==> src/design/rv_pipe_pkg.sv <==
// RV pipeline shared types
`default_nettype none

package rv_pipe_pkg;

    localparam int XLEN    = 32;
    // Word address width of the program load port
    localparam int PROG_AW = 12;

    // Major opcodes of the supported subset
    typedef enum logic [6:0] {
        OPCODE_RTYPE  = 7'b0110011,
        OPCODE_ITYPE  = 7'b0010011,
        OPCODE_LOAD   = 7'b0000011,
        OPCODE_STORE  = 7'b0100011,
        OPCODE_BRANCH = 7'b1100011,
        OPCODE_JAL    = 7'b1101111
    } opcode_e;

    typedef enum logic [1:0] {
        ALU_ADD,
        ALU_SUB,
        ALU_PASS
    } alu_op_e;

    // EX operand source, 2'b11 is reserved
    typedef enum logic [1:0] {
        FWD_NONE = 2'b00,
        FWD_MEM  = 2'b01,
        FWD_WB   = 2'b10
    } fwd_sel_e;

    // ------------------------------------------------------------------------
    // Port and stage records
    // ------------------------------------------------------------------------

    typedef struct packed {
        logic               valid;
        logic [PROG_AW-1:0] addr;
        logic [XLEN-1:0]    insn;
    } prog_wr_t;

    typedef struct packed {
        logic            valid;
        logic [XLEN-1:0] pc;
        logic [XLEN-1:0] insn;
    } ifid_t;

    typedef struct packed {
        logic            valid;
        logic [XLEN-1:0] pc;
        logic [4:0]      rs1;
        logic [4:0]      rs2;
        logic [4:0]      rd;
        logic [XLEN-1:0] rs1_val;
        logic [XLEN-1:0] rs2_val;
        logic [XLEN-1:0] imm;
        alu_op_e         alu_op;
        logic            regwren;
        logic            memren;
        logic            memwren;
        logic            is_branch;
        logic            is_jump;
        opcode_e         opcode;
    } idex_t;

    typedef struct packed {
        logic            valid;
        logic [XLEN-1:0] pc;
        logic [4:0]      rd;
        logic [4:0]      rs2;
        logic [XLEN-1:0] alu_res;
        logic [XLEN-1:0] store_data;
        logic            regwren;
        logic            memren;
        logic            memwren;
    } exmem_t;

    typedef struct packed {
        logic            valid;
        logic [XLEN-1:0] pc;
        logic [4:0]      rd;
        logic            regwren;
        logic            memren;
        logic [XLEN-1:0] alu_res;
        logic [XLEN-1:0] load_data;
    } memwb_t;

    typedef struct packed {
        logic            wen;
        logic [4:0]      rd;
        logic [XLEN-1:0] data;
    } rf_wr_t;

    // One record per completed instruction
    typedef struct packed {
        logic            valid;
        logic [XLEN-1:0] pc;
        logic [4:0]      rd;
        logic            regwren;
        logic [XLEN-1:0] value;
    } retire_t;

endpackage

`default_nettype wire

==> src/design/writeback_retire.sv <==
// Writeback and retire
`timescale 1ns/10ps
`default_nettype none

module writeback_retire import rv_pipe_pkg::*; (
    input  memwb_t          memwb,
    output rf_wr_t          rf_wr,
    output logic [XLEN-1:0] wb_data,
    output retire_t         retire
);

    // Load data or ALU result
    assign wb_data = memwb.memren ? memwb.load_data : memwb.alu_res;

    // Register file write, x0 stays zero
    assign rf_wr.wen  = memwb.valid && memwb.regwren && (memwb.rd != 5'd0);
    assign rf_wr.rd   = memwb.rd;
    assign rf_wr.data = wb_data;

    // One retire strobe per valid entry, bubbles never show
    assign retire.valid   = memwb.valid;
    assign retire.pc      = memwb.pc;
    assign retire.rd      = memwb.rd;
    assign retire.regwren = memwb.regwren;
    assign retire.value   = wb_data;

endmodule

`default_nettype wire

==> config.mk <==
export PLATFORM = sky130hd
export DESIGN_NAME = writeback_retire
export DESIGN_NICKNAME = d
export VERILOG_FILES = /design/src/design/rv_pipe_pkg.sv /design/src/design/writeback_retire.sv
export SDC_FILE = /design/constraint.sdc
export NUM_CORES = 1
export LEC_CHECK = 0
export ABC_CLOCK_PERIOD_IN_PS = 1100
export BUFFER_PORTS_ARGS = -buffer_cell sky130_fd_sc_hd__buf_2
export CAP_MARGIN = 20
export CORE_AREA = 2 2 94 96
export DETAILED_ROUTE_END_ITERATION = 10
export DIE_AREA = 0 0 96 98
export PLACE_DENSITY = 0.56
export SETUP_SLACK_MARGIN = 0.3
export SYNTH_ARGS = -nofsm -noshare
export SYNTH_HDL_FRONTEND = slang
export SYNTH_SLANG_ARGS = --single-unit
==> constraint.sdc <==
create_clock -name vclk -period 1.1
set_clock_uncertainty 0.2 [all_clocks]
set_input_delay 0.055 -clock vclk [all_inputs]
set_output_delay 0.055 -clock vclk [all_outputs]
set_load 0.02 [all_outputs]
## Word-level counts from Yosys, hierarchy flattened

Cells that the tools add are included.

- Mux-type cells: 1
- Reductions and logical operators: 3

Operators by type and width:

| operator | number |
|---|---|
| $mux 32 | 1 |
| $reduce_bool 5->1 | 1 |
| $logic_and 1x1->1 | 2 |

- Flip-flop bits (word level): 0
- Output and inout bits: 141

## Longest topological paths before layout

- Depth in word-level cells: 2
- Mapped depth: 4
- Gate-level depth less buffers: 2

## Worst setup path before layout

Ideal clock, no wire load.

- Path kind: input port to output port
- From: input port memwb[64] in the netlist's numbering
- To: output port rf_wr[3] in the netlist's numbering
- Data arrival time: 0.983 ns
- Slack: -0.138 ns
- Cell stages on the path: 4
- Cells stage by stage: clkbuf_2 -> buf_6 -> mux2_1 -> buf_4

RTL lines:

| what | RTL line | RTL |
|---|---|---|
| start: declaration | writeback_retire.sv:6 | `input memwb_t memwb,` |
| end: declaration | writeback_retire.sv:7 | `output rf_wr_t rf_wr,` |

==> flow_summary.ini <==
[timing]
tightest_slew_ns = 0.112
hold_violations = 32
setup_viol_count_final = 1
finalSetupTns_ns = -0.109
finalMaxSlewViolations = 0
fin_crit_sh_pct = 110
slew_headroom_pct = 92.6
fin_ws_ns = -0.109
fmax_mhz = 827
holdWs_ns = -0.0900
rsz0062_at_grt = yes
final.min_clock_period_ns = 1.21

[routing]
first_iter_violations = 5
viasPerCell = 3.51
wl_per_cell_microns = 12.3
wirelength_microns = 4030
dr.pass1.iters = 4
drc = 0
antenna_left = 0
vias = 1151

[placed_design]
gp_congestion = 0.750
dpl_cell_area_sq_um = 1590
hpwl_microns = 3210
port-buffer-count = 181

[synthesis]
yosysSeqAreaShare_pct = 0
synth.net_count = 250
avgSynthCellArea_sq_um = 8.42
yosys.cell_types.count = 8
yosys_warnings = 0
yosys.area.top_type = buf_4
synth.top_cell.area_share_pct = 66.0
netlist_area_sq_um = 1230
synthTopCellsByArea = buf_4 66%, mux2_2 27%, buf_6 1.8%
syn_inst = 146

[job]
maxCapViolations = 0

[power_and_ir_drop]
leakage_nw = 1.25
peakVddDrop_mv = 0.231
power.density_nw_per_um2 = 659

[floorplan]
die_area_sq_um = 9410
start_util_pct = 14.5
die_width_microns = 96
io_pins = 245
coreArea_sq_um = 8470
placementRows = 34
die_h_microns = 98

[status]
failed_checks = hold timing, setup timing
status = complete, but fails checks

[cells_and_area]
final_common_cell = buf_6
fin_area_sq_um = 2300
most-common-layout-cells = 99 x buf_6, 81 x buf_2, 32 x mux2_4, 4 x buf_12, 2 x buf_16
fillers = 887
drive_above_1_share_pct = 100
syn_to_final_growth_pct = 87.5
fin_nets = 326
seqCellArea_sq_um = 0
n_antenna_cell = 0
seq_cell_count = 0
multi_input_area_sq_um = 513
n_clock_buffer = 0

[worst_setup_path]
cp-start-kind = input pin
path_class = in2out
cp.required_ns = 0.84
cp_max_fo = 3
cp.arrival_ns = 0.95
end_kind = output port

[global_route]
grt_max_degree = 8
antenna_found_initial = 0
grt_pass1_vias = 1186
grt_overflow = 0
grt_pass1_wl_microns = 5600
grt_use_total_pct = 7.38

[min_path]
hp-class = in2out
Yosys cell counts:
cell,n
buf_4,108
o311a_1,1
clkbuf_2,1
buf_6,2
mux2_2,30
mux2_1,2
clkbuf_8,1
or3_1,1
area by class of cell:
type	instances	area share [%]
Multi-Input combinational cell	34	22.3
Tap cell	108	5.87
Timing Repair Buffer	186	71.9
worst paths after layout:
kind / start / endpoint / slack [ns] / depth (start not counted)
setup / recovery: memwb[69] / rf_wr[37] / -0.11 / 4
hold / removal: memwb[79] / retire[46] / -0.09 / 0
cell families (layout without fill, tap and decap cells):
logic type	after synthesis	count (layout)	synth area share, %
muxes	32	32	29.3
buffers and inverters	112	186	69.3
and+or+nand+nor	1	1	0.509
AOI/OAI and AO/OA	1	1	0.815
power breakdown:
| part | internal (mW) | leakage [nW] | total [mW] | switching [mW] |
|---|---|---|---|---|
| clock network | 0 | 0 | 0 | 0 |
| registers | 0 | 0 | 0 | 0 |
| logic | 0.807 | 1.25 | 1.52 | 0.711 |
worst max-delay path: stages:
cell and delay [ns]:
buf_6 0.09, or3_4 0.37, o311a_4 0.31, buf_6 0.13
layer usage:
metal,global-route usage [%],part of all wire [%],vias up
li1,-,-,511
met5,0,0,-
met1,8.47,35,516
met2,13.7,51,118
met3,2.31,13,6
met4,0.549,0.87,0
metrics by stage:
| stage | power (mW) | std cells | hold slack (ns) | worst slack, ns | utilization, % |
|---|---|---|---|---|---|
| 3_3_place_gp | 1.08 | 326 | -0.0899 | -0.146 | 18.8 |
| 6_report | 1.52 | 328 | -0.0900 | -0.109 | 27.2 |
| 2_1_floorplan | 1.16 | 146 | 0.0226 | -0.00119 | - |
| 5_1_grt | 1.59 | 328 | -0.0899 | -0.129 | 27.2 |
| 4_1_cts | 1.52 | 328 | -0.0899 | -0.115 | 27.2 |
| 3_5_place_dp | 1.08 | 326 | -0.0899 | -0.153 | 18.8 |
timing repair:
action / CTS / global route
cloned: 2 / 0
gates resized for setup: 207 / 1
buffers inserted: 0 / 0
hold endpoints to repair: 32 / 32
setup endpoints to repair: 97 / 97
pin swaps: 1 / 0
(Power assumes the default switching activity.)
