`src/design/rv_pipe_pkg.sv`:
```
// RV pipeline shared types
`default_nettype none

package rv_pipe_pkg;

    localparam int XLEN    = 32;
    // Word address width of the program load port
    localparam int PROG_AW = 12;

    // Major opcodes of the supported subset
    typedef enum logic [6:0] {
        OPCODE_RTYPE  = 7'b0110011,
        OPCODE_ITYPE  = 7'b0010011,
        OPCODE_LOAD   = 7'b0000011,
        OPCODE_STORE  = 7'b0100011,
        OPCODE_BRANCH = 7'b1100011,
        OPCODE_JAL    = 7'b1101111
    } opcode_e;

    typedef enum logic [1:0] {
        ALU_ADD,
        ALU_SUB,
        ALU_PASS
    } alu_op_e;

    // EX operand source, 2'b11 is reserved
    typedef enum logic [1:0] {
        FWD_NONE = 2'b00,
        FWD_MEM  = 2'b01,
        FWD_WB   = 2'b10
    } fwd_sel_e;

    // ------------------------------------------------------------------------
    // Port and stage records
    // ------------------------------------------------------------------------

    typedef struct packed {
        logic               valid;
        logic [PROG_AW-1:0] addr;
        logic [XLEN-1:0]    insn;
    } prog_wr_t;

    typedef struct packed {
        logic            valid;
        logic [XLEN-1:0] pc;
        logic [XLEN-1:0] insn;
    } ifid_t;

    typedef struct packed {
        logic            valid;
        logic [XLEN-1:0] pc;
        logic [4:0]      rs1;
        logic [4:0]      rs2;
        logic [4:0]      rd;
        logic [XLEN-1:0] rs1_val;
        logic [XLEN-1:0] rs2_val;
        logic [XLEN-1:0] imm;
        alu_op_e         alu_op;
        logic            regwren;
        logic            memren;
        logic            memwren;
        logic            is_branch;
        logic            is_jump;
        opcode_e         opcode;
    } idex_t;

    typedef struct packed {
        logic            valid;
        logic [XLEN-1:0] pc;
        logic [4:0]      rd;
        logic [4:0]      rs2;
        logic [XLEN-1:0] alu_res;
        logic [XLEN-1:0] store_data;
        logic            regwren;
        logic            memren;
        logic            memwren;
    } exmem_t;

    typedef struct packed {
        logic            valid;
        logic [XLEN-1:0] pc;
        logic [4:0]      rd;
        logic            regwren;
        logic            memren;
        logic [XLEN-1:0] alu_res;
        logic [XLEN-1:0] load_data;
    } memwb_t;

    typedef struct packed {
        logic            wen;
        logic [4:0]      rd;
        logic [XLEN-1:0] data;
    } rf_wr_t;

    // One record per completed instruction
    typedef struct packed {
        logic            valid;
        logic [XLEN-1:0] pc;
        logic [4:0]      rd;
        logic            regwren;
        logic [XLEN-1:0] value;
    } retire_t;

endpackage

`default_nettype wire

```
`src/design/insn_fetch.sv`:
```
// Instruction fetch stage
`timescale 1ns/10ps
`default_nettype none

module insn_fetch import rv_pipe_pkg::*; #(
    parameter int IMEM_DEPTH = 64
) (
    input  logic            clk,
    input  logic            rst,
    input  prog_wr_t        prog,
    input  logic            go,
    input  logic            stall_if,
    input  logic            ifid_wren,
    input  logic            ifid_flush,
    input  logic            redirect_valid,
    input  logic [XLEN-1:0] redirect_pc,
    output ifid_t           ifid
);

    localparam int IA_W = $clog2(IMEM_DEPTH);

    logic [XLEN-1:0] imem [IMEM_DEPTH];
    logic            running;
    logic [XLEN-1:0] pc;
    logic [XLEN-1:0] insn;

    // Program load port, word addressed
    always_ff @(posedge clk) begin
        if (prog.valid) begin
            imem[prog.addr[IA_W-1:0]] <= prog.insn;
        end
    end

    // Fetch idles until the go strobe, then runs for good
    always_ff @(posedge clk) begin
        if (rst) begin
            running <= 1'b0;
        end else if (go) begin
            running <= 1'b1;
        end
    end

    // Redirect beats a stall, PC stays at 0 until running
    always_ff @(posedge clk) begin
        if (rst) begin
            pc <= '0;
        end else if (redirect_valid) begin
            pc <= redirect_pc;
        end else if (running && !stall_if) begin
            pc <= pc + 32'd4;
        end
    end

    assign insn = imem[pc[IA_W+1:2]];

    // IF/ID register
    // Flush makes a bubble, a low write enable holds the entry
    always_ff @(posedge clk) begin
        if (rst || ifid_flush) begin
            ifid <= '0;
        end else if (ifid_wren) begin
            ifid.valid <= running;
            ifid.pc    <= pc;
            ifid.insn  <= insn;
        end
    end

endmodule

`default_nettype wire

```
`config.mk`:
```
export PLATFORM = sky130hd
export DESIGN_NAME = insn_fetch
export DESIGN_NICKNAME = d
export VERILOG_FILES = /design/src/design/rv_pipe_pkg.sv /design/src/design/insn_fetch.sv
export SDC_FILE = /design/constraint.sdc
export NUM_CORES = 2
export LEC_CHECK = 0
export BUFFER_PORTS_ARGS = -buffer_cell sky130_fd_sc_hd__buf_2
export CORE_ASPECT_RATIO = 1.1
export CORE_MARGIN = 8
export CORE_UTILIZATION = 55
export DETAILED_ROUTE_END_ITERATION = 6
export PLACE_DENSITY = 0.74
export SYNTH_ARGS = -nofsm -noshare
export SYNTH_HDL_FRONTEND = slang
export SYNTH_SLANG_ARGS = --single-unit
```
`constraint.sdc`:
```
create_clock -name clk -period 3.3 [get_ports clk]
set_input_delay 0.33 -clock clk [delete_from_list [all_inputs] [get_ports clk]]
set_output_delay 0.33 -clock clk [all_outputs]
set_load 0.005 [all_outputs]
```
### Word-level counts from Yosys, hierarchy flattened

Memories as Yosys holds them, arrays and structs flattened. A register that Yosys moved wholly into a read port is not among the register bits.
Index checks and enable logic that the tools add are counted.
W data, S select, Z words.

| word-level totals | value |
|---|---|
| memories kept | 1 |
| bits in writable memories | 2,048 |
| input bits | 84 |
| flip-flop bits (word level) | 66 |
| output and inout port bits | 65 |

| cells by class | value |
|---|---|
| reduce and logical (&&, ||, !) cells | 4 |
| multiplexer cells | 4 |
| add/sub/neg operators | 1 |

Memory list:

| name | words | width | read ports | clocked after Yosys merged registers in | write ports | RTL line | source |
|---|---|---|---|---|---|---|---|
| imem | 64 | 32 | 1 | 1 | 1 | insn_fetch.sv:22 | `logic [XLEN-1:0] imem [IMEM_DEPTH];` |

Operators with widths:

| cell | number |
|---|---|
| $mux W32 | 2 |
| $add A32 B3 Y32 const B | 1 |
| $mux W1 | 2 |
| $reduce_bool A2 Y1 | 1 |
| $logic_and A1 B1 Y1 | 1 |
| $logic_not A1 Y1 | 1 |
| $logic_or A1 B1 Y1 | 1 |

### Longest topological paths before layout

| depth | value |
|---|---|
| depth in word-level cells | 4 |
| gate-level depth with buffers | 11 |
| gate-level depth less buffers | 6 |

### Least setup slack after synthesis

OpenSTA, ideal clock, no wires.

| path | value |
|---|---|
| path kind | input-to-reg |
| start point | input port prog[35] in the netlist's numbering |
| end point | memory imem[48][0] (enable) |
| stages on the path | 4 |
| setup slack | -0.215 ns |
| path buffers | 1 |
| data arrival time | 3.054 ns |
| required time | 2.839 ns |
| library setup time | 0.461 ns |
| cells stage by stage | clkbuf_1 -> nor2b_1 -> nand4b_1 -> nor3_1 |

RTL lines:

| what | RTL line | source |
|---|---|---|
| from (decl) | insn_fetch.sv:10 | `input prog_wr_t prog,` |
| to (decl) | insn_fetch.sv:22 |  |

No word-level cell before the write port.

### Worst setup path in the final report

| path | value |
|---|---|
| start point | register pc[5] |
| end point | register pc[31] |

| on the way | value |
|---|---|
| longest elaborated chain between the ends | 3 |

Ends and longest elaborated chain:

| what | RTL line | source |
|---|---|---|
| from (decl) | insn_fetch.sv:24 | `logic [XLEN-1:0] pc;` |
| from (signal assigned) | insn_fetch.sv:48 | `pc <= redirect_pc;` |
| from (signal assigned) | insn_fetch.sv:50 | `pc <= pc + 32'd4;` |
| $add A32 B3 Y32 | insn_fetch.sv:50 |  |
| $mux W32 | insn_fetch.sv:49 | `end else if (running && !stall_if) begin` |
| $mux W32 | insn_fetch.sv:47 | `end else if (redirect_valid) begin` |

Every way passes these cells. The select of a mux whose other input is x is not followed.
A chain may end at the register's enable or synchronous reset.

==> results_dict.tcl <==
set metrics [dict create \
    synthSimpleGateAreaFrac_pct 2.25 \
    setup_viol_count_final 0 \
    grt_pass1_wl_mm 309 \
    critPathLaunchType "flop" \
    die-area_mm2 0.164 \
    grt-ovfl-total 0 \
    peakVddDrop_uv 471 \
    portBuffers 142 \
    cts_tree "yes" \
    worst_pin_slew_ns 1.35 \
    r2r_setup_slack_ns 0.20 \
    relSlewSlack_pct 9.81 \
    synth_compound_area_share_pct 4.68 \
    hpwl_mm 123 \
    clock_path_buffers 3 \
    tns_ns 0 \
    cts.clk_slew.worst_paths_ns 0.06 \
    critical_path_arrival_ns 3.87 \
    coreArea_mm2 0.151 \
    required_ns 4.07 \
    syn_area_mm2 0.0834 \
    crit_top_cell "buf_4" \
    dpl-instance-area_mm2 0.0880 \
    synth_cell_types 75 \
    initial_utilization_pct 55.1 \
    grt_max_degree 65 \
    track_usage_pct 25.7 \
    r2r_end "pc[31]$_SDFFE_PP0N_" \
    ys.warnings.count 0 \
    leakage_nw 29.9 \
    max_freq_mhz 323 \
    synth-main-ff-cell "edfxtp_1" \
    r2r-start "pc[5]$_SDFFE_PP0N_" \
    grt_antenna_before_repair 13 \
    area_growth_pct 14.2 \
    synthTopCellsByArea "edfxtp_1, mux4_2, mux2i_1, dfxtp_1, a22oi_1" \
    syn_inst 4173 \
    drv_cap 0 \
    dieWidth_um 387 \
    syn_nets 4258 \
    ctsRootBufferMaster "clkbuf_16" \
    worstPathCellList "buf_4 > and3_1 > buf_4 > nand4_4 > nor4_2 > xnor2_1 > o31ai_1 > dlygate4sd3_1" \
    place.gp.congestion 0.815 \
    nNetsFinal 4656 \
    r2r_cells 8 \
    clkSinkCount 2146 \
    critPathMaxStageDelay_ns 0.62 \
    synth_edf_count 2048 \
    synth-async-reset-ratio_pct 0 \
    cts_max_level 4 \
    layout-drive-gt1-share_pct 23.6 \
    min_period_ns 3.10 \
    ys_seq_area_share_pct 76.1 \
    via_per_inst 6.58 \
    cp_max_fo 28 \
    worstSkewPairLatency_ns 0.83 \
    dr_total_vias 44300 \
    end_kind "flop" \
    finalHoldViolations 0 \
    hp-class "in -> reg" \
    yosys.area_share.xor_xnor_pct 0.263 \
    remaining_drc_errors 0 \
    dr.pass1.iters 5 \
    row_count 150 \
    p_per_area_mw_per_mm2 594 \
    floorplan.die.height_um 424 \
    whs_ns 0.0717 \
    slew_violations 0 \
    cts-buffers-inserted 204 \
    postRouteWirelength_mm 215 \
    synth_top_area_cell "edfxtp_1" \
    final.period_utilization_pct 93.9 \
    synth_mux_area_share_pct 14.4 \
    critPathKind "reg -> reg" \
    crit_start "pc[5]$_SDFFE_PP0N_" \
    slowest_stage "dfxtp_4" \
    grt_pass1_vias 44300 \
    finalInstanceArea_mm2 0.0952 \
    wire_per_inst_um 32.0 \
    fin_skew_ns 0.0256 \
    synth-seq-cells 2146 \
    setup.worst_path.end "pc[31]$_SDFFE_PP0N_" \
    status "finished, final reports clean" \
    rsz0062_at_grt "no" \
    drt_iter0_drc 5538 \
    ant_nets 0 \
    synth_top_area_share_pct 73.8 \
    synthAdderAreaFrac_pct 0.0150 \
    post_synth.cell_area_avg_um2 20.0 \
    synth_top_family_by_area "multiplexers" \
    ios 149 \
]
[critical path: cells and delay by family, from the launching register on]
family,cells,cell delay (ns)
AOI/OAI and AO/OA,1,0.18
xor gates and xnor gates,1,0.12
buffers and inverters,3,1.31
DFF,1,0.62
and+or+nand+nor,3,0.81
[timing repair]
item / 4_1_cts / 5_1_grt
endpoints found under the setup margin: 0 / 1
setup buffers: 0 / 3
hold buffers: 54 / 0
resized for setup: 0 / 0
hold endpoints to repair: 38 / 0
[kinds of logic after synthesis]
family | after synthesis
AOI/OAI and AO/OA | 520
buffers and inverters | 265
xor gates and xnor gates | 25
muxes | 831
adders and majority gates | 1
DFF | 2146
and+or+nand+nor | 385
[worst min-delay path by stage]
stage,from,cells after the start,to
finish,rst,3,pc[17]$_SDFFE_PP0N_
global route,rst,3,pc[13]$_SDFFE_PP0N_
CTS,rst,3,pc[13]$_SDFFE_PP0N_
global placement,ifid[36]$_SDFFE_PP0P_,2,ifid[36]$_SDFFE_PP0P_
detailed placement,ifid[44]$_SDFFE_PP0P_,2,ifid[44]$_SDFFE_PP0P_
floorplan,prog[0],0,imem[0][0]$_DFFE_PP_
[per-layer routing]
layer	wire length (um)	GRT usage, %
met5	42	0
met4	6370	8.02
met3	24500	6.22
met2	103000	41.7
met1	80800	34.9
[through the flow]
| step | instances | power (W) | utilization (%) | setup WS [ns] |
|---|---|---|---|---|
| after floorplan | 4173 | 0.0326 | - | 0.374 |
| after global placement | 6284 | 0.0339 | 58.2 | 0.461 |
| after CTS | 6719 | 0.0568 | 62.9 | 0.255 |
| after detailed placement | 6284 | 0.0340 | 58.2 | 0.408 |
| after global routing | 6725 | 0.0580 | 62.9 | 0.141 |
| final | 6730 | 0.0566 | 62.9 | 0.202 |
[Yosys cell counts (24+ instances only)]
cell	count
nor2_1	147
nand2_1	92
o22ai_1	27
a22oi_1	152
nor3_1	33
dfxtp_1	98
buf_6	59
mux4_2	278
a211oi_1	36
nand3_1	31
o21ai_0	38
mux2_2	48
buf_4	37
mux2i_1	498
edfxtp_1	2048
a41oi_1	24
buf_2	57
a22o_1	63
clkbuf_1	75
a31oi_1	57
a21oi_1	29
[sequential cells by signal (all words and copies together), names as in the netlist]
register	flops
pc	32
ifid	65
running	1
imem	2048
[layout by cell type (no fill, tap or decap), drive strengths merged, types with 18 or more instances in the layout]
cell type and instances:
mux4 285, nand2 92, nor3 35, xnor2 22, o22ai 27, clkinv 95
edfxtp 2048, a22o 63, buf 390, a211oi 37, inv 24, a22oi 152
mux2 48, o21ai 40, nand3 32, dlygate4sd3 54, a21oi 29, a211o 22
bufinv 18, a41oi 24, mux2i 498, a31oi 57, nor2 148, dfxtp 98
o221ai 18, clkbuf 252
[final cells by class]
| type | instances | area, um^2 |
|---|---|---|
| Fill cell | 9954 | 56100 |
| Timing Repair Buffer | 444 | 4080 |
| Clock buffer | 252 | 5420 |
| Tap cell | 1976 | 2470 |
| Inverter | 13 | 48.8 |
| Multi-Input combinational cell | 1762 | 18500 |
| Antenna cell | 8 | 20.0 |
| Sequential cell | 2146 | 63500 |
| Clock inverter | 129 | 1170 |
[power breakdown]
group          internal, W  switching, W  total [W]
registers           0.0301      0.000146     0.0302
clock network       0.0131       0.00996     0.0230
logic              0.00127       0.00208    0.00335
total               0.0444        0.0122     0.0566
Power figures use the tool's default switching activity.
