### src/design/rv_pipe_pkg.sv
// RV pipeline shared types
`default_nettype none

package rv_pipe_pkg;

    localparam int XLEN    = 32;
    // Word address width of the program load port
    localparam int PROG_AW = 12;

    // Major opcodes of the supported subset
    typedef enum logic [6:0] {
        OPCODE_RTYPE  = 7'b0110011,
        OPCODE_ITYPE  = 7'b0010011,
        OPCODE_LOAD   = 7'b0000011,
        OPCODE_STORE  = 7'b0100011,
        OPCODE_BRANCH = 7'b1100011,
        OPCODE_JAL    = 7'b1101111
    } opcode_e;

    typedef enum logic [1:0] {
        ALU_ADD,
        ALU_SUB,
        ALU_PASS
    } alu_op_e;

    // EX operand source, 2'b11 is reserved
    typedef enum logic [1:0] {
        FWD_NONE = 2'b00,
        FWD_MEM  = 2'b01,
        FWD_WB   = 2'b10
    } fwd_sel_e;

    // ------------------------------------------------------------------------
    // Port and stage records
    // ------------------------------------------------------------------------

    typedef struct packed {
        logic               valid;
        logic [PROG_AW-1:0] addr;
        logic [XLEN-1:0]    insn;
    } prog_wr_t;

    typedef struct packed {
        logic            valid;
        logic [XLEN-1:0] pc;
        logic [XLEN-1:0] insn;
    } ifid_t;

    typedef struct packed {
        logic            valid;
        logic [XLEN-1:0] pc;
        logic [4:0]      rs1;
        logic [4:0]      rs2;
        logic [4:0]      rd;
        logic [XLEN-1:0] rs1_val;
        logic [XLEN-1:0] rs2_val;
        logic [XLEN-1:0] imm;
        alu_op_e         alu_op;
        logic            regwren;
        logic            memren;
        logic            memwren;
        logic            is_branch;
        logic            is_jump;
        opcode_e         opcode;
    } idex_t;

    typedef struct packed {
        logic            valid;
        logic [XLEN-1:0] pc;
        logic [4:0]      rd;
        logic [4:0]      rs2;
        logic [XLEN-1:0] alu_res;
        logic [XLEN-1:0] store_data;
        logic            regwren;
        logic            memren;
        logic            memwren;
    } exmem_t;

    typedef struct packed {
        logic            valid;
        logic [XLEN-1:0] pc;
        logic [4:0]      rd;
        logic            regwren;
        logic            memren;
        logic [XLEN-1:0] alu_res;
        logic [XLEN-1:0] load_data;
    } memwb_t;

    typedef struct packed {
        logic            wen;
        logic [4:0]      rd;
        logic [XLEN-1:0] data;
    } rf_wr_t;

    // One record per completed instruction
    typedef struct packed {
        logic            valid;
        logic [XLEN-1:0] pc;
        logic [4:0]      rd;
        logic            regwren;
        logic [XLEN-1:0] value;
    } retire_t;

endpackage

`default_nettype wire

### src/design/decode_stage.sv
// Decode stage and register file
`timescale 1ns/10ps
`default_nettype none

module decode_stage import rv_pipe_pkg::*; (
    input  logic       clk,
    input  logic       rst,
    input  ifid_t      ifid,
    input  rf_wr_t     rf_wr,
    input  logic       idex_flush,
    output logic [4:0] d_rs1,
    output logic [4:0] d_rs2,
    output idex_t      idex
);

    logic [XLEN-1:0] regs [32];
    logic [XLEN-1:0] insn;
    opcode_e         opcode;
    logic            use_rs1;
    logic            use_rs2;
    idex_t           dec;

    assign insn   = ifid.insn;
    assign opcode = opcode_e'(insn[6:0]);

    // Register file write port
    // x0 writes are already dropped in writeback
    always_ff @(posedge clk) begin
        if (rf_wr.wen) begin
            regs[rf_wr.rd] <= rf_wr.data;
        end
    end

    // ------------------------------------------------------------------------
    // Control and immediate decode
    // ------------------------------------------------------------------------
    always_comb begin
        dec         = '0;
        use_rs1     = 1'b0;
        use_rs2     = 1'b0;
        dec.valid   = ifid.valid;
        dec.pc      = ifid.pc;
        dec.opcode  = opcode;
        dec.alu_op  = ALU_ADD;
        case (opcode)
            OPCODE_RTYPE: begin
                use_rs1     = 1'b1;
                use_rs2     = 1'b1;
                dec.regwren = 1'b1;
                // funct7 bit 5 picks SUB over ADD
                dec.alu_op  = insn[30] ? ALU_SUB : ALU_ADD;
            end
            OPCODE_ITYPE: begin
                use_rs1     = 1'b1;
                dec.regwren = 1'b1;
                dec.imm     = {{20{insn[31]}}, insn[31:20]};
            end
            OPCODE_LOAD: begin
                use_rs1     = 1'b1;
                dec.regwren = 1'b1;
                dec.memren  = 1'b1;
                dec.imm     = {{20{insn[31]}}, insn[31:20]};
            end
            OPCODE_STORE: begin
                use_rs1     = 1'b1;
                use_rs2     = 1'b1;
                dec.memwren = 1'b1;
                dec.imm     = {{20{insn[31]}}, insn[31:25], insn[11:7]};
            end
            OPCODE_BRANCH: begin
                use_rs1       = 1'b1;
                use_rs2       = 1'b1;
                dec.is_branch = 1'b1;
                dec.alu_op    = ALU_SUB;
                dec.imm = {{19{insn[31]}}, insn[31], insn[7], insn[30:25], insn[11:8], 1'b0};
            end
            OPCODE_JAL: begin
                dec.regwren = 1'b1;
                dec.is_jump = 1'b1;
                // ALU passes the link address through
                dec.alu_op  = ALU_PASS;
                dec.imm = {{11{insn[31]}}, insn[31], insn[19:12], insn[20], insn[30:21], 1'b0};
            end
            default: begin
                // Unknown opcode retires with no side effects
            end
        endcase
        // Unused source fields read as x0 so they never raise a hazard
        dec.rs1     = (ifid.valid && use_rs1) ? insn[19:15] : 5'd0;
        dec.rs2     = (ifid.valid && use_rs2) ? insn[24:20] : 5'd0;
        dec.rd      = dec.regwren ? insn[11:7] : 5'd0;
        // No write-through, the hazard unit stalls instead
        dec.rs1_val = (dec.rs1 == 5'd0) ? '0 : regs[dec.rs1];
        dec.rs2_val = (dec.rs2 == 5'd0) ? '0 : regs[dec.rs2];
    end

    assign d_rs1 = dec.rs1;
    assign d_rs2 = dec.rs2;

    // ID/EX register, bubble on flush or on an empty IF/ID
    always_ff @(posedge clk) begin
        if (rst || idex_flush || !ifid.valid) begin
            idex <= '0;
        end else begin
            idex <= dec;
        end
    end

endmodule

`default_nettype wire

### config.mk
export PLATFORM = sky130hd
export DESIGN_NAME = decode_stage
export DESIGN_NICKNAME = d
export VERILOG_FILES = /design/src/design/rv_pipe_pkg.sv /design/src/design/decode_stage.sv
export SDC_FILE = /design/constraint.sdc
export NUM_CORES = 2
export LEC_CHECK = 0
export BUFFER_PORTS_ARGS = -buffer_cell sky130_fd_sc_hd__buf_2
export CAP_MARGIN = 20
export CORE_MARGIN = 4
export CORE_UTILIZATION = 61
export CTS_CLUSTER_SIZE = 24
export DETAILED_ROUTE_END_ITERATION = 6
export PLACE_DENSITY = 0.82
export SYNTH_ARGS = -nofsm -noshare
export SYNTH_HDL_FRONTEND = slang
export SYNTH_SLANG_ARGS = --single-unit
### constraint.sdc
create_clock -name clk -period 3.1 [get_ports clk]
set_input_delay 0.155 -clock clk [delete_from_list [all_inputs] [get_ports clk]]
set_output_delay 0.155 -clock clk [all_outputs]
set_load 0.05 [all_outputs]
# ---- Yosys cells after proc, flatten, opt, wreduce, memory -nomap -nowiden
# Memory sizes are Yosys's and may differ from the RTL's. A register that Yosys moved wholly into a read port is not among the register bits.
# Cells that the tools add are included.
dict set report op_classes {
  eq_ne 6
  muxes 14
  n_bitwise 1
  reduce_logical 14
}
# cell n
set ops {}
lappend ops {{$pmux W32 S4} 1}
lappend ops {{$eq A7 B6 Y1 const B} 2}
lappend ops {{$eq A7 B7 Y1 const B} 2}
lappend ops {{$logic_not A5 Y1} 2}
lappend ops {{$mux W1} 10}
lappend ops {{$mux W5} 2}
lappend ops {{$reduce_or A2 Y1} 4}
lappend ops {{$eq A7 B2 Y1 const B} 1}
lappend ops {{$eq A7 B5 Y1 const B} 1}
lappend ops {{$pmux W2 S3} 1}
lappend ops {{$reduce_or A5 Y1} 1}
lappend ops {{$reduce_or A4 Y1} 1}
lappend ops {{$reduce_or A3 Y1} 1}
lappend ops {{$logic_and A1 B1 Y1} 2}
lappend ops {{$logic_or A1 B1 Y1} 2}
lappend ops {{$logic_not A1 Y1} 1}
lappend ops {{$not A1 Y1} 1}
dict set report totals {
  ff_bits 94
  ram_bits 1024
  out_inout_bits 168
  memories 1
}
# memory depth word_bits rd rd_clocked_by_memory_dff wr line_no
set mem_list {}
lappend mem_list {regs 32 32 2 2 1 decode_stage.sv:16} ;# logic [XLEN-1:0] regs [32];

# ---- Logic depth before layout (Yosys ltp)
dict set report logic_depth {
  word_depth 7
  ltp_mapped 11
  mapped_depth_nobuf 8
}

# ---- Worst setup path after synthesis
# No wires, ideal clock.
dict set report synth_path {
  path_type {input to register}
  startpoint {in rf_wr[33] (netlist name)}
  endpoint {mem regs[12][0] (enable)}
  setup_ps 421
  t_arrival_ps 2168
  setup_slack_ps 511
  stages 3
  path_cell_list {or3b_2 > clkbuf_1 > nor2_1}
}
# item line_no
set synth_lines {}
lappend synth_lines {{start, declared} decode_stage.sv:9} ;# input rf_wr_t rf_wr,
lappend synth_lines {{end, declared} decode_stage.sv:16}
# Straight into the memory's write port.

# ---- Worst setup path in the final report
dict set report layout_path {
  startpoint {in ifid[3] (netlist name)}
  endpoint {out d_rs2[3]}
}
dict set report layout_via {
  elab_chain_cells 5
  word_cells_on_any_way 7
  cone_classes {3 x eq/ne; 2 x mux; 2 x reduce/logical}
}
# item line_no
set layout_rtl {}
lappend layout_rtl {{start, declared} decode_stage.sv:8} ;# input ifid_t ifid,
lappend layout_rtl {{$eq A7 B7 Y1 or $eq A7 B6 Y1 (tied branches)} decode_stage.sv:45} ;# case (opcode)
lappend layout_rtl {{$reduce_or A3 Y1 (no line) (*)} --}
lappend layout_rtl {{$mux W1 (*)} decode_stage.sv:45}
lappend layout_rtl {{$logic_and A1 B1 Y1 (*)} decode_stage.sv:90} ;# dec.rs2 = (ifid.valid && use_rs2) ? insn[24:20] : 5'd0;
lappend layout_rtl {{$mux W5 (*)} decode_stage.sv:90}
lappend layout_rtl {{end, declared} decode_stage.sv:12} ;# output logic [4:0] d_rs2,
# Mark *: on every way between the ends. The rest lies on a longest branch, timed or not.

==> flow_metrics.py <==
metrics = {
    "clock_network": {
        "cts_buffers": 116,
        "root_buffer": "clkbuf_16",
        "clock_path_buffers": 3,
        "cts.sinks": 1170,
        "h-tree-depth": 3,
        "clk_latency_ns": 0.74,
        "clk_pin_slew_worst_paths_ns": 0.06,
        "cts_tree": "done",
    },
    "finish": {
        "area_growth_pct": 16.5,
        "fin_nets": 4152,
        "drive_above_1_share_pct": 26.8,
        "final_util_pct": 72.0,
    },
    "worst_setup_path": {
        "slowest_delay_ns": 0.55,
        "cpMostUsedCell": "buf_2",
        "cp_num_cells": 8,
        "crit_chain": "dlygate4sd3_1 > buf_2 > nand4bb_1 > nor3_4 > nand2_1 > clkinv_2 > buf_4 > buf_2",
        "critPathMaxFanout": 17,
        "cp-start-kind": "primary input",
        "cp.required_ns": 2.94,
        "cp.arrival_ns": 2.97,
        "slowest_stage": "dlygate4sd3_1",
        "reg2reg_depth": 5,
        "rrSetupSlack_ns": 0.96,
        "worstSetupEndpointType": "output pin",
        "critical_path_buf_inv_count": 5,
        "cp_top_family": "buffers and inverters",
        "critPathKind": "in -> out",
    },
    "die": {
        "fp.dieH_um": 302,
        "io_pins": 274,
        "die-area_mm2": 0.0914,
        "die_w_um": 302,
        "start_util_pct": 61.8,
        "design.core.area_mm2": 0.0855,
        "rows": 107,
    },
    "pwr": {
        "pwr-share-seq_pct": 50.9,
        "p_sw_mw": 7.86,
        "pwr-share-comb_pct": 7.4,
        "swShare_pct": 23.0,
        "power.clock.fraction_pct": 41.7,
        "total_power_mw": 34.1,
        "power_density_mw_per_mm2": 554,
        "p_int_mw": 26.3,
        "vdd_drop_max_v": 0.000500,
        "p_leak_nw": 21.3,
    },
    "sta": {
        "slew_viol_final": 0,
        "period_share_pct": 101,
        "tightest_slew_ns": 1.21,
        "slew_headroom_pct": 18.7,
        "setup_slack_ns": -0.0214,
        "finalHoldViolCount": 0,
        "skew_ns": 0.0353,
        "fmax_mhz": 320,
        "finalWorstPathRequiredPeriod_ns": 3.12,
        "holdWs_ns": 0.0393,
        "final.setup.tns_ns": -0.0214,
        "rsz0062_at_grt": "no",
        "finalSetupViolations": 1,
    },
    "outcome": {
        "failed_checks": "DRC, setup timing",
        "outcome": "complete, but fails checks",
    },
    "drt": {
        "drt.antenna.violating_nets": 0,
        "drcViolationCount": 11,
        "post_drt_via_cell_ratio": 7.66,
        "wire_per_inst_um": 36.6,
        "wirelength_mm": 194,
        "drt_iter0_drc": 8307,
        "dr.pass1.iters": 7,
        "dr_total_vias": 40600,
    },
    "placed_design": {
        "place_hpwl_mm": 116,
        "place_ws_ns": 0.356,
        "gp_congestion": 0.957,
        "io_buffers": 273,
    },
    "job": {
        "cap_violations": 0,
    },
    "global_route": {
        "grt_use_total_pct": 41.7,
        "globalRouteOverflowTotal": 0,
        "grt_pass1_vias": 39500,
        "grt_pass1_wl_mm": 272,
        "grt_max_degree": 62,
        "antenna_found_initial": 11,
    },
    "synthesis": {
        "synth_seq_area_share_pct": 63.7,
        "ys.flop_type": "edfxtp_1",
        "yosysTopAreaCell": "edfxtp_1",
        "synthDistinctLibCells": 81,
        "synth_edf_count": 1024,
        "syn_inst": 3671,
        "syn_area_mm2": 0.0529,
        "netlist_top_cells_area": "edfxtp_1, mux4_2, dfxtp_1",
        "yosysWarnings": 0,
        "post-synth-top-count-cell": "edfxtp_1",
        "async_flop_share_pct": 0,
        "syn_nets": 3777,
        "synthTopCellsByCount": "edfxtp_1, a21oi_1, o21ai_0",
        "ys_ff_latch": 1170,
        "synth_top_area_share_pct": 58.2,
        "avgSynthCellArea_um2": 14.4,
    },
    "hold_path": {
        "whs_path_depth": 5,
        "min_path_type": "in -> reg",
    },
}
[state kept, by name (all words and copies together), names as in the netlist]
register	cells
idex	146
regs	1024
[per-stage QoR]
step | cells | instance area (um^2)
global placement | 4982 | 56800
global route | 5294 | 61600
CTS | 5293 | 61600
floorplan | 3671 | 52900
detailed placement | 4982 | 56800
finish | 5299 | 61600
[logic make-up after synthesis]
kind of cell / synth area share [%]
compound gates: 12.6
buf+inv: 3.15
flops: 63.7
mux: 15.3
simple gates: 5.31
[timing repair]
action	CTS	global route
setup endpoints to repair	0	1
resized for setup	0	1
endpoints found under the hold margin	1083	0
setup buffers	0	0
hold buffers	90	0
[routing by layer]
metal	global-route usage [%]	up-vias	routed length, um
met5	1.22	-	213
met4	29.5	12	17400
met3	18.6	1131	36900
met2	58.1	4689	79400
met1	52.0	19300	59900
li1	-	15500	-
[worst paths after layout]
check,start,to
worst max-delay path,ifid[3],d_rs2[3]
worst min-delay path,ifid[22],idex[47]
worst max register to register,regs[13][2],idex[80]
worst min register to register,regs[0][20],idex[66]
[power by group through the flow]
stage / combinational, mW / clock, mW / sequential, mW
3_5_place_dp: 2.28 / 0 / 17.7
3_3_place_gp: 2.24 / 0 / 17.7
5_1_grt: 2.56 / 14.9 / 17.4
2_1_floorplan: 1.28 / 0 / 17.7
4_1_cts: 2.40 / 14.1 / 17.4
6_report: 2.51 / 14.2 / 17.4
[worst reg2reg max path: cells and delay by family, from the launching register on]
family | cells | cell delay (ns)
DFF | 1 | 0.38
muxes | 1 | 0.28
AOI/OAI and AO/OA | 4 | 1.33
[layout by cell type (no fill, tap or decap), types with 19 or more instances in the layout]
cell type,Yosys,layout
mux2i_1,163,163
nor2_1,246,212
nand2_1,142,142
nor3_1,44,42
clkbuf_16,0,119
o211ai_1,43,43
a31oi_1,32,32
clkinv_2,0,27
dlygate4sd3_1,0,90
clkbuf_1,133,26
nor2_4,0,33
nand2b_1,25,23
o21ai_0,263,263
dfxtp_1,146,146
a211oi_1,24,24
mux4_2,210,210
a21oi_1,268,268
a221oi_1,77,77
buf_4,42,164
o22ai_1,70,70
o221ai_1,32,32
mux2_2,152,152
buf_2,115,264
nand3_1,20,19
buf_12,0,52
a22oi_1,29,29
edfxtp_1,1024,1024
and2_1,54,54
inv_1,31,31
a221o_1,30,30
[layout make-up]
cell class	count	area, um^2
inverter	40	155
tap	1144	1430
timing repair buffer	575	4570
clock inverter	61	578
clock buffer	160	3280
antenna	6	15.0
sequential	1170	33700
fill	5106	23900
multi-input combinational	2143	17900
Power figures use the tool's default switching activity.
