==> config.mk <==
export PLATFORM = sky130hd
export DESIGN_NAME = hazard_unit
export DESIGN_NICKNAME = d
export VERILOG_FILES = /design/src/design/rv_pipe_pkg.sv /design/src/design/hazard_unit.sv
export SDC_FILE = /design/constraint.sdc
export NUM_CORES = 1
export LEC_CHECK = 0
export BUFFER_PORTS_ARGS = -buffer_cell sky130_fd_sc_hd__clkbuf_2
export CORE_UTILIZATION = 35
export DETAILED_ROUTE_END_ITERATION = 8
export PLACE_DENSITY = 0.8
export SLEW_MARGIN = 20
export SYNTH_ARGS = -nofsm -noshare
export SYNTH_HDL_FRONTEND = slang
export SYNTH_SLANG_ARGS = --single-unit
==> constraint.sdc <==
create_clock -name vclk -period 1.1
set_clock_uncertainty 0.1 [all_clocks]
set_input_delay 0 -clock vclk [all_inputs]
set_output_delay 0 -clock vclk [all_outputs]
set_load 0.1 [all_outputs]
==> src/design/rv_pipe_pkg.sv <==
// RV pipeline shared types
`default_nettype none

package rv_pipe_pkg;

    localparam int XLEN    = 32;
    // Word address width of the program load port
    localparam int PROG_AW = 12;

    // Major opcodes of the supported subset
    typedef enum logic [6:0] {
        OPCODE_RTYPE  = 7'b0110011,
        OPCODE_ITYPE  = 7'b0010011,
        OPCODE_LOAD   = 7'b0000011,
        OPCODE_STORE  = 7'b0100011,
        OPCODE_BRANCH = 7'b1100011,
        OPCODE_JAL    = 7'b1101111
    } opcode_e;

    typedef enum logic [1:0] {
        ALU_ADD,
        ALU_SUB,
        ALU_PASS
    } alu_op_e;

    // EX operand source, 2'b11 is reserved
    typedef enum logic [1:0] {
        FWD_NONE = 2'b00,
        FWD_MEM  = 2'b01,
        FWD_WB   = 2'b10
    } fwd_sel_e;

    // ------------------------------------------------------------------------
    // Port and stage records
    // ------------------------------------------------------------------------

    typedef struct packed {
        logic               valid;
        logic [PROG_AW-1:0] addr;
        logic [XLEN-1:0]    insn;
    } prog_wr_t;

    typedef struct packed {
        logic            valid;
        logic [XLEN-1:0] pc;
        logic [XLEN-1:0] insn;
    } ifid_t;

    typedef struct packed {
        logic            valid;
        logic [XLEN-1:0] pc;
        logic [4:0]      rs1;
        logic [4:0]      rs2;
        logic [4:0]      rd;
        logic [XLEN-1:0] rs1_val;
        logic [XLEN-1:0] rs2_val;
        logic [XLEN-1:0] imm;
        alu_op_e         alu_op;
        logic            regwren;
        logic            memren;
        logic            memwren;
        logic            is_branch;
        logic            is_jump;
        opcode_e         opcode;
    } idex_t;

    typedef struct packed {
        logic            valid;
        logic [XLEN-1:0] pc;
        logic [4:0]      rd;
        logic [4:0]      rs2;
        logic [XLEN-1:0] alu_res;
        logic [XLEN-1:0] store_data;
        logic            regwren;
        logic            memren;
        logic            memwren;
    } exmem_t;

    typedef struct packed {
        logic            valid;
        logic [XLEN-1:0] pc;
        logic [4:0]      rd;
        logic            regwren;
        logic            memren;
        logic [XLEN-1:0] alu_res;
        logic [XLEN-1:0] load_data;
    } memwb_t;

    typedef struct packed {
        logic            wen;
        logic [4:0]      rd;
        logic [XLEN-1:0] data;
    } rf_wr_t;

    // One record per completed instruction
    typedef struct packed {
        logic            valid;
        logic [XLEN-1:0] pc;
        logic [4:0]      rd;
        logic            regwren;
        logic [XLEN-1:0] value;
    } retire_t;

endpackage

`default_nettype wire

==> src/design/hazard_unit.sv <==
// Pipeline hazard control
`timescale 1ns/10ps
`default_nettype none

module hazard_unit import rv_pipe_pkg::*; (
    // Decode sources
    input  logic [4:0] d_rs1,
    input  logic [4:0] d_rs2,
    // Execute
    input  logic [4:0] e_rs1,
    input  logic [4:0] e_rs2,
    input  logic [4:0] e_rd,
    input  logic       e_memren,
    input  opcode_e    e_opcode,
    input  logic       e_br_taken,
    // Memory
    input  logic [4:0] m_rd,
    input  logic [4:0] m_rs2,
    input  logic       m_regwren,
    input  logic       m_memwren,
    // Writeback
    input  logic [4:0] w_rd,
    input  logic       w_regwren,
    // Stall and flush
    output logic       stall_if,
    output logic       ifid_wren,
    output logic       ifid_flush,
    output logic       idex_flush,
    // Forwarding selects
    output fwd_sel_e   rs1_sel,
    output fwd_sel_e   rs2_sel,
    output logic       wm_fwd_sel
);

    logic m_live;
    logic w_live;
    logic load_use;
    logic wd_hazard;
    logic stall_hazard;
    logic cf_change;

    // A result is live only when it targets a real register
    assign m_live = m_regwren && (m_rd != 5'd0);
    assign w_live = w_regwren && (w_rd != 5'd0);

    // ------------------------------------------------------------------------
    // Stalls
    // ------------------------------------------------------------------------
    // Load data is not ready for the instruction right behind it
    assign load_use = e_memren && (e_rd != 5'd0) && ((e_rd == d_rs1) || (e_rd == d_rs2));

    // WB writes at the clock edge, decode would read the stale value
    assign wd_hazard = w_live && ((w_rd == d_rs1) || (w_rd == d_rs2));

    assign stall_hazard = load_use || wd_hazard;

    // Taken BEQ or any JAL in EX
    assign cf_change = e_br_taken || (e_opcode == OPCODE_JAL);

    // Redirect wins, the stalled decode entry is on the wrong path anyway
    assign stall_if   = stall_hazard && !cf_change;
    assign ifid_wren  = !stall_if;
    assign ifid_flush = cf_change;
    // Bubble into EX for a stall as well as for a redirect
    assign idex_flush = cf_change || stall_hazard;

    // ------------------------------------------------------------------------
    // Forwarding
    // ------------------------------------------------------------------------
    // MEM holds the younger result so it is checked first
    assign rs1_sel = (m_live && (m_rd == e_rs1)) ? FWD_MEM :
                     (w_live && (w_rd == e_rs1)) ? FWD_WB  : FWD_NONE;
    assign rs2_sel = (m_live && (m_rd == e_rs2)) ? FWD_MEM :
                     (w_live && (w_rd == e_rs2)) ? FWD_WB  : FWD_NONE;

    // Store in MEM takes its data from the instruction in WB
    assign wm_fwd_sel = m_memwren && w_live && (w_rd == m_rs2);

endmodule

`default_nettype wire

; Yosys cells after proc, flatten, opt, wreduce, memory -nomap -nowiden
; Cells that the tools add are included.
[totals]
regBits = 0
inputBits = 52
output_inout_bits = 9
wordCells = 36
[classes]
eq_ne = 10
mux = 4
reduce_logical = 22
[ops]
columns = cell, n
row1 = $eq A5 B5 Y1, 9
row2 = $reduce_bool A5 Y1, 3
row3 = $logic_and A1 B1 Y1, 12
row4 = $mux W2, 4
row5 = $eq A7 B7 Y1 const B, 1
row6 = $logic_or A1 B1 Y1, 5
row7 = $logic_not A1 Y1, 2

; Longest topological paths before layout
; Gate-level depths: netlist of the first run.
[depth]
word_depth = 6
depth_mapped = 6
ltp_nobuf = 5

; Worst setup path before layout of the first run
; OpenSTA, ideal clock, no wires.
[synth_timing]
path_kind = in2out
startpoint = input m_rd[4]
endpoint = output rs2_sel[1]
arrival_time_ps = 5205
t_required_ps = 1000
setup_slack_ps = -4205
stages = 4
n_path_buf = 0
path_cell_list = xnor2_1 -> nand3_1 -> nor4_1 -> nor4_1
[synth_between]
elab_chain_cells = 4
elab_cells_between_ends = 5
classes_between = 1 x eq/ne / 1 x mux / 3 x reduce/logical
[synth_lines]
columns = element, line
row1 = from (decl), hazard_unit.sv:17  ; input logic [4:0] m_rd,
row2 = $reduce_bool A5 Y1, hazard_unit.sv:43  ; assign m_live = m_regwren && (m_rd != 5'd0);
row3 = $logic_and A1 B1 Y1, hazard_unit.sv:43
row4 = $logic_and A1 B1 Y1 (*), hazard_unit.sv:73  ; assign rs2_sel = (m_live && (m_rd == e_rs2)) ? FWD_MEM :
row5 = $mux W2 (*), hazard_unit.sv:73
row6 = to (decl), hazard_unit.sv:31  ; output fwd_sel_e rs2_sel,
; Mark *: on every way between the ends. The rest lies on a longest branch, timed or not.

; Worst setup path in the final report of the first run
[layout_timing]
startpoint = input m_rd[1]
endpoint = output rs2_sel[1]
; Same word-level chain as after synthesis.

==> impl_metrics.ini, run 1 <==
[yosys]
synth.distinct_cells = 24
ys_seq_area_share_pct = 0
syn-num-nets = 136
yosysTopAreaCellShare_pct = 45.5
yosysTopAreaCell = xor2_1
yosysMostFrequentCell = xor2_1
synth_common_cells = xor2_1, xnor2_1, nor3_1
synth_area_um2 = 654
avgSynthCellArea_um2 = 7.79
synthCells = 84
yosysWarningCount = 0
synthTopCellsByArea = xor2_1, xnor2_1, or4_1, nor3_1, nor4_1

[cells_and_area]
fin_nets = 224
drive_above_1_share_pct = 71.2
n_fill_cell = 79
regArea_um2 = 0
final_cell_area_mm2 = 0.00158
multi_input_area_um2 = 816
post-route-util_pct = 90.5
n_clock_buffer = 0
nFlopsAndLatches = 0
area_delta_synth_final_pct = 141
antennaDiodeCount = 0

[global_routing]
grt_max_degree = 6
antenna_found_initial = 0
grt-ovfl-total = 0
grt_pass1_wl_mm = 4.34
grt_pass1_vias = 1053
grtUsageTotal_pct = 29.3

[routing]
drtAntennaViolNets = 0
via_per_inst = 4.82
drc = 0
via_count = 940
wl_per_cell_um = 14.2
drt_iter0_drc = 6
drtPass1Iterations = 2
wl_mm = 2.78

[hold_path]
holdCritPathClass = primary input to primary output

[timing]
drv_slew = 0
relSlewSlack_pct = 79.7
rsz0062_at_grt = true
tightest_slew_ps = 303
worst_slack_ps = -438
min_period_ps = 1540
setup_viol = 8
setup-tns-final_ps = -2770
max_freq_mhz = 650
finalHoldViolCount = 0
fin_hold_ws_ps = 314
period_share_pct = 140

[place]
dp_hpwl_mm = 2.24
gp_congestion = 0.810
io_buffers = 61
place_area_mm2 = 0.00148

[floorplan]
core_region_area_mm2 = 0.00175
die_x_um = 45.2
die_area_mm2 = 0.00205
start_util_pct = 37.5
row_count = 15
die_y_um = 45.2
io_pins = 61

[outcome]
violations = negative setup slack
status = complete, but fails checks

[pwr]
power_leakage_nw = 0.772
vdd_drop_max_uv = 294
cellPowerDensity_mw_per_mm2 = 428

[flow_run]
cap_violations = 0

[clock_network]
ctsHoldBuffers = 0

[worst_setup_path]
required_ps = 1000
cp_max_fo = 2
critPathKind = primary input to primary output
cp-start-kind = primary input
cp.arrival_ps = 1440
worst_setup_path_end_kind = primary output
repair_timing:
item / CTS / global route
setup buffers: 3 / 1
setup endpoints to repair: 8 / 8
pin swaps: 14 / 3
gates resized for setup: 14 / 3
cell usage in the layout (no fill, tap or decap), types with 2 or more instances in the layout:
master | synthesis | final
a22oi_1 | 2 | 2
nor2_1 | 4 | 4
buf_12 | 0 | 9
buf_6 | 1 | 9
nor3_1 | 5 | 3
nor4_4 | 0 | 4
o21ai_4 | 1 | 2
clkbuf_2 | 0 | 49
buf_4 | 1 | 23
xnor2_2 | 0 | 11
xor2_1 | 34 | 34
or4_4 | 1 | 4
critical path, cell delays in order:
cell and delay [ps]:
buf_6 90, or4_4 540, o21ai_4 170, nor4_4 80
nor4_4 340, buf_12 220
per-layer routing:
metal  global-route usage (%)  wire [um]
met1                     26.7        895
met2                     64.6       1700
met3                     2.80        127
met4                     7.88         51
met5                        0          0
layout make-up:
cell class / count / share of cell area (%)
multi-input cells: 78 / 51.7
inverters: 1 / 0.475
well taps: 25 / 1.98
repair buffers: 91 / 45.9
power by group:
part	switching (mW)	internal (mW)
combinational	0.339	0.337
sequential	0	0
clock	0	0
total	0.339	0.337
metrics by stage:
stage	setup slack (ps)	std cells	power (mW)
5_1_grt	-472	195	0.717
2_1_floorplan	-951	84	0.357
3_3_place_gp	-444	191	0.605
4_1_cts	-435	194	0.662
3_5_place_dp	-479	191	0.628
6_report	-438	195	0.676
kinds of logic after synthesis:
family                 Yosys count  synth area share, %
XOR/XNOR                        45                 60.2
AND/OR/NAND/NOR                 26                 24.5
buffers and inverters            6                 5.74
AO/OA/AOI/OAI                    7                 9.56
path summary, 6_finish.rpt:
path | cells past startpoint | slack [ps] | endpoint | start
max | 6 | -440 | rs2_sel[1] | m_rd[1]
min | 4 | 310 | wm_fwd_sel | m_memwren
No activity file was read; power rests on OpenSTA's default activity.
==> run 2, diff against run 1 <==
--- a/config.mk
+++ b/config.mk
@@ -5,10 +5,12 @@
 export SDC_FILE = /design/constraint.sdc
 export NUM_CORES = 1
 export LEC_CHECK = 0
+export ABC_CLOCK_PERIOD_IN_PS = 1900
 export BUFFER_PORTS_ARGS = -buffer_cell sky130_fd_sc_hd__clkbuf_2
-export CORE_UTILIZATION = 35
+export CAP_MARGIN = 25
+export CORE_UTILIZATION = 42
 export DETAILED_ROUTE_END_ITERATION = 8
-export PLACE_DENSITY = 0.8
+export PLACE_DENSITY = 0.9
 export SLEW_MARGIN = 20
 export SYNTH_ARGS = -nofsm -noshare
 export SYNTH_HDL_FRONTEND = slang
==> constraint.sdc (replaced) <==
create_clock -name vclk -period 1.9
set_clock_uncertainty 0.1 [all_clocks]
set_input_delay 0 -clock vclk [all_inputs]
set_output_delay 0 -clock vclk [all_outputs]
set_load 0.1 [all_outputs]
==> run 2 against run 1 <==
Compared with the run above:
- the run now ends clean
- power shrank 58%
- final area shrank 30%
- global-route usage shrank 5.9 points
- utilization shrank 9.1 points
- worst hold slack lost 5.6 ps
- clock-buffer cell count is the same
- final cell count shrank 19%
- critical endpoint unchanged
==> impl_metrics.ini, run 2 (synthesis gave the netlist of run 1 again) <==
[outcome]
status = finished, final reports clean

[worst_setup_path]
max_stage_delay_ps = 570
cp.arrival_ps = 1560
required_ps = 1800
worst_setup_path_end_kind = primary output
critPathKind = primary input to primary output
slowest_stage = or4_1
critPathBufInv = 2
cpLargestDelayFamily = simple AND/OR/NAND/NOR gates
path_cells = clkbuf_2 -> or4_4 -> o21ai_4 -> or4_1 -> nor4_4 -> buf_12
cp-start-kind = primary input
cp_max_fo = 6

[place]
post-place-ws_ps = 226
gp_congestion = 0.846
dp_hpwl_mm = 1.86
io_buffers = 61

[floorplan]
die_x_um = 41.5
die_y_um = 41.5
row_count = 13
die_area_mm2 = 0.00172
core_region_area_mm2 = 0.00137
start_util_pct = 47.9
io_pins = 61

[timing]
max_freq_mhz = 601
worst_slack_ps = 235
tightest_slew_ps = 543
min_period_ps = 1660
setup_viol = 0
rsz0062_at_grt = false
period_share_pct = 87.6
drv_slew = 0
relSlewSlack_pct = 63.9
finalHoldViolCount = 0

[routing]
via_per_inst = 5.14
drtAntennaViolNets = 0
via_count = 807
drc = 0
wl_mm = 1.96
drtPass1Iterations = 2
wl_per_cell_um = 12.5
drt_iter0_drc = 4

[global_routing]
grt_pass1_vias = 819
grt-ovfl-total = 0
grt_pass1_wl_mm = 3.33
antenna_found_initial = 0
grt_max_degree = 7
grtUsageTotal_pct = 23.4

[cells_and_area]
nFlopsAndLatches = 0
area_delta_synth_final_pct = 70.0
multi_input_area_um2 = 694
fin_nets = 196
n_fill_cell = 88
drive_above_1_share_pct = 53.5
regArea_um2 = 0
antennaDiodeCount = 0
n_clock_buffer = 0
final_cell_mix = clkbuf_2, xor2_1, xnor2_1
layout_commonest_cell = clkbuf_2
post-route-util_pct = 81.4

[pwr]
vdd_drop_max_uv = 166
cellPowerDensity_mw_per_mm2 = 255
power_leakage_nw = 0.522

[flow_run]
cap_violations = 0

[hold_path]
holdCritPathClass = primary input to primary output

[clock_network]
post_cts_buffers = 0
cts-resized-gates = 0
ctsHoldBuffers = 0
==> run 2: changes by cell type in the layout (fill, tap and decap cells not counted), moves of 4 or more <==
cell,change
buf_6,-9
xnor2_2,-11
buf_4,-21
clkbuf_2,+7
buf_12,-4
xnor2_1,+11
==> run 2: stage by stage <==
stage               hold slack, ps  power [mW]  instance area, um^2  TNS (ps)  std cells
detailed placement             312       0.285                 1110         0        157
global placement               306       0.276                 1110         0        157
global route                   357       0.304                 1110         0        157
floorplan                      116       0.176                  737      -368         84
finish                         308       0.284                 1110         0        157
CTS                            313       0.285                 1110         0        157
==> run 2: area by class of cell <==
class,instances,share of cell area [%]
Tap cell,15,1.69
Multi-Input combinational cell,78,62.4
Timing Repair Buffer,63,35.5
Inverter,1,0.337
==> run 2: layer usage <==
layer | GRT usage [%] | routed length, um | share of wire (%) | vias to the layer above
li1 | - | - | - | 404
met1 | 24.9 | 715 | 36 | 357
met4 | 1.94 | 18 | 0.92 | 0
met2 | 50.3 | 1100 | 56 | 44
met5 | 0 | 0 | 0 | -
met3 | 0.870 | 126 | 6.4 | 2
==> run 2: path summary, 6_finish.rpt <==
kind / from / end / slack, ps / depth (start not counted)
hold / removal: e_br_taken / ifid_wren / 310 / 4
setup / recovery: w_rd[4] / rs2_sel[1] / 240 / 6
==> run 2: tightest hold or removal path, stage by stage <==
cell and delay (ps):
clkbuf_2 70, a41oi_1 50, nand2_1 100, buf_12 180
==> run 2: power by group <==
group	total [mW]	leakage [nW]	internal, mW	switching (mW)
combinational	0.284	0.522	0.123	0.161
clock	0	0	0	0
sequential	0	0	0	0
total	0.284	0.522	0.123	0.161
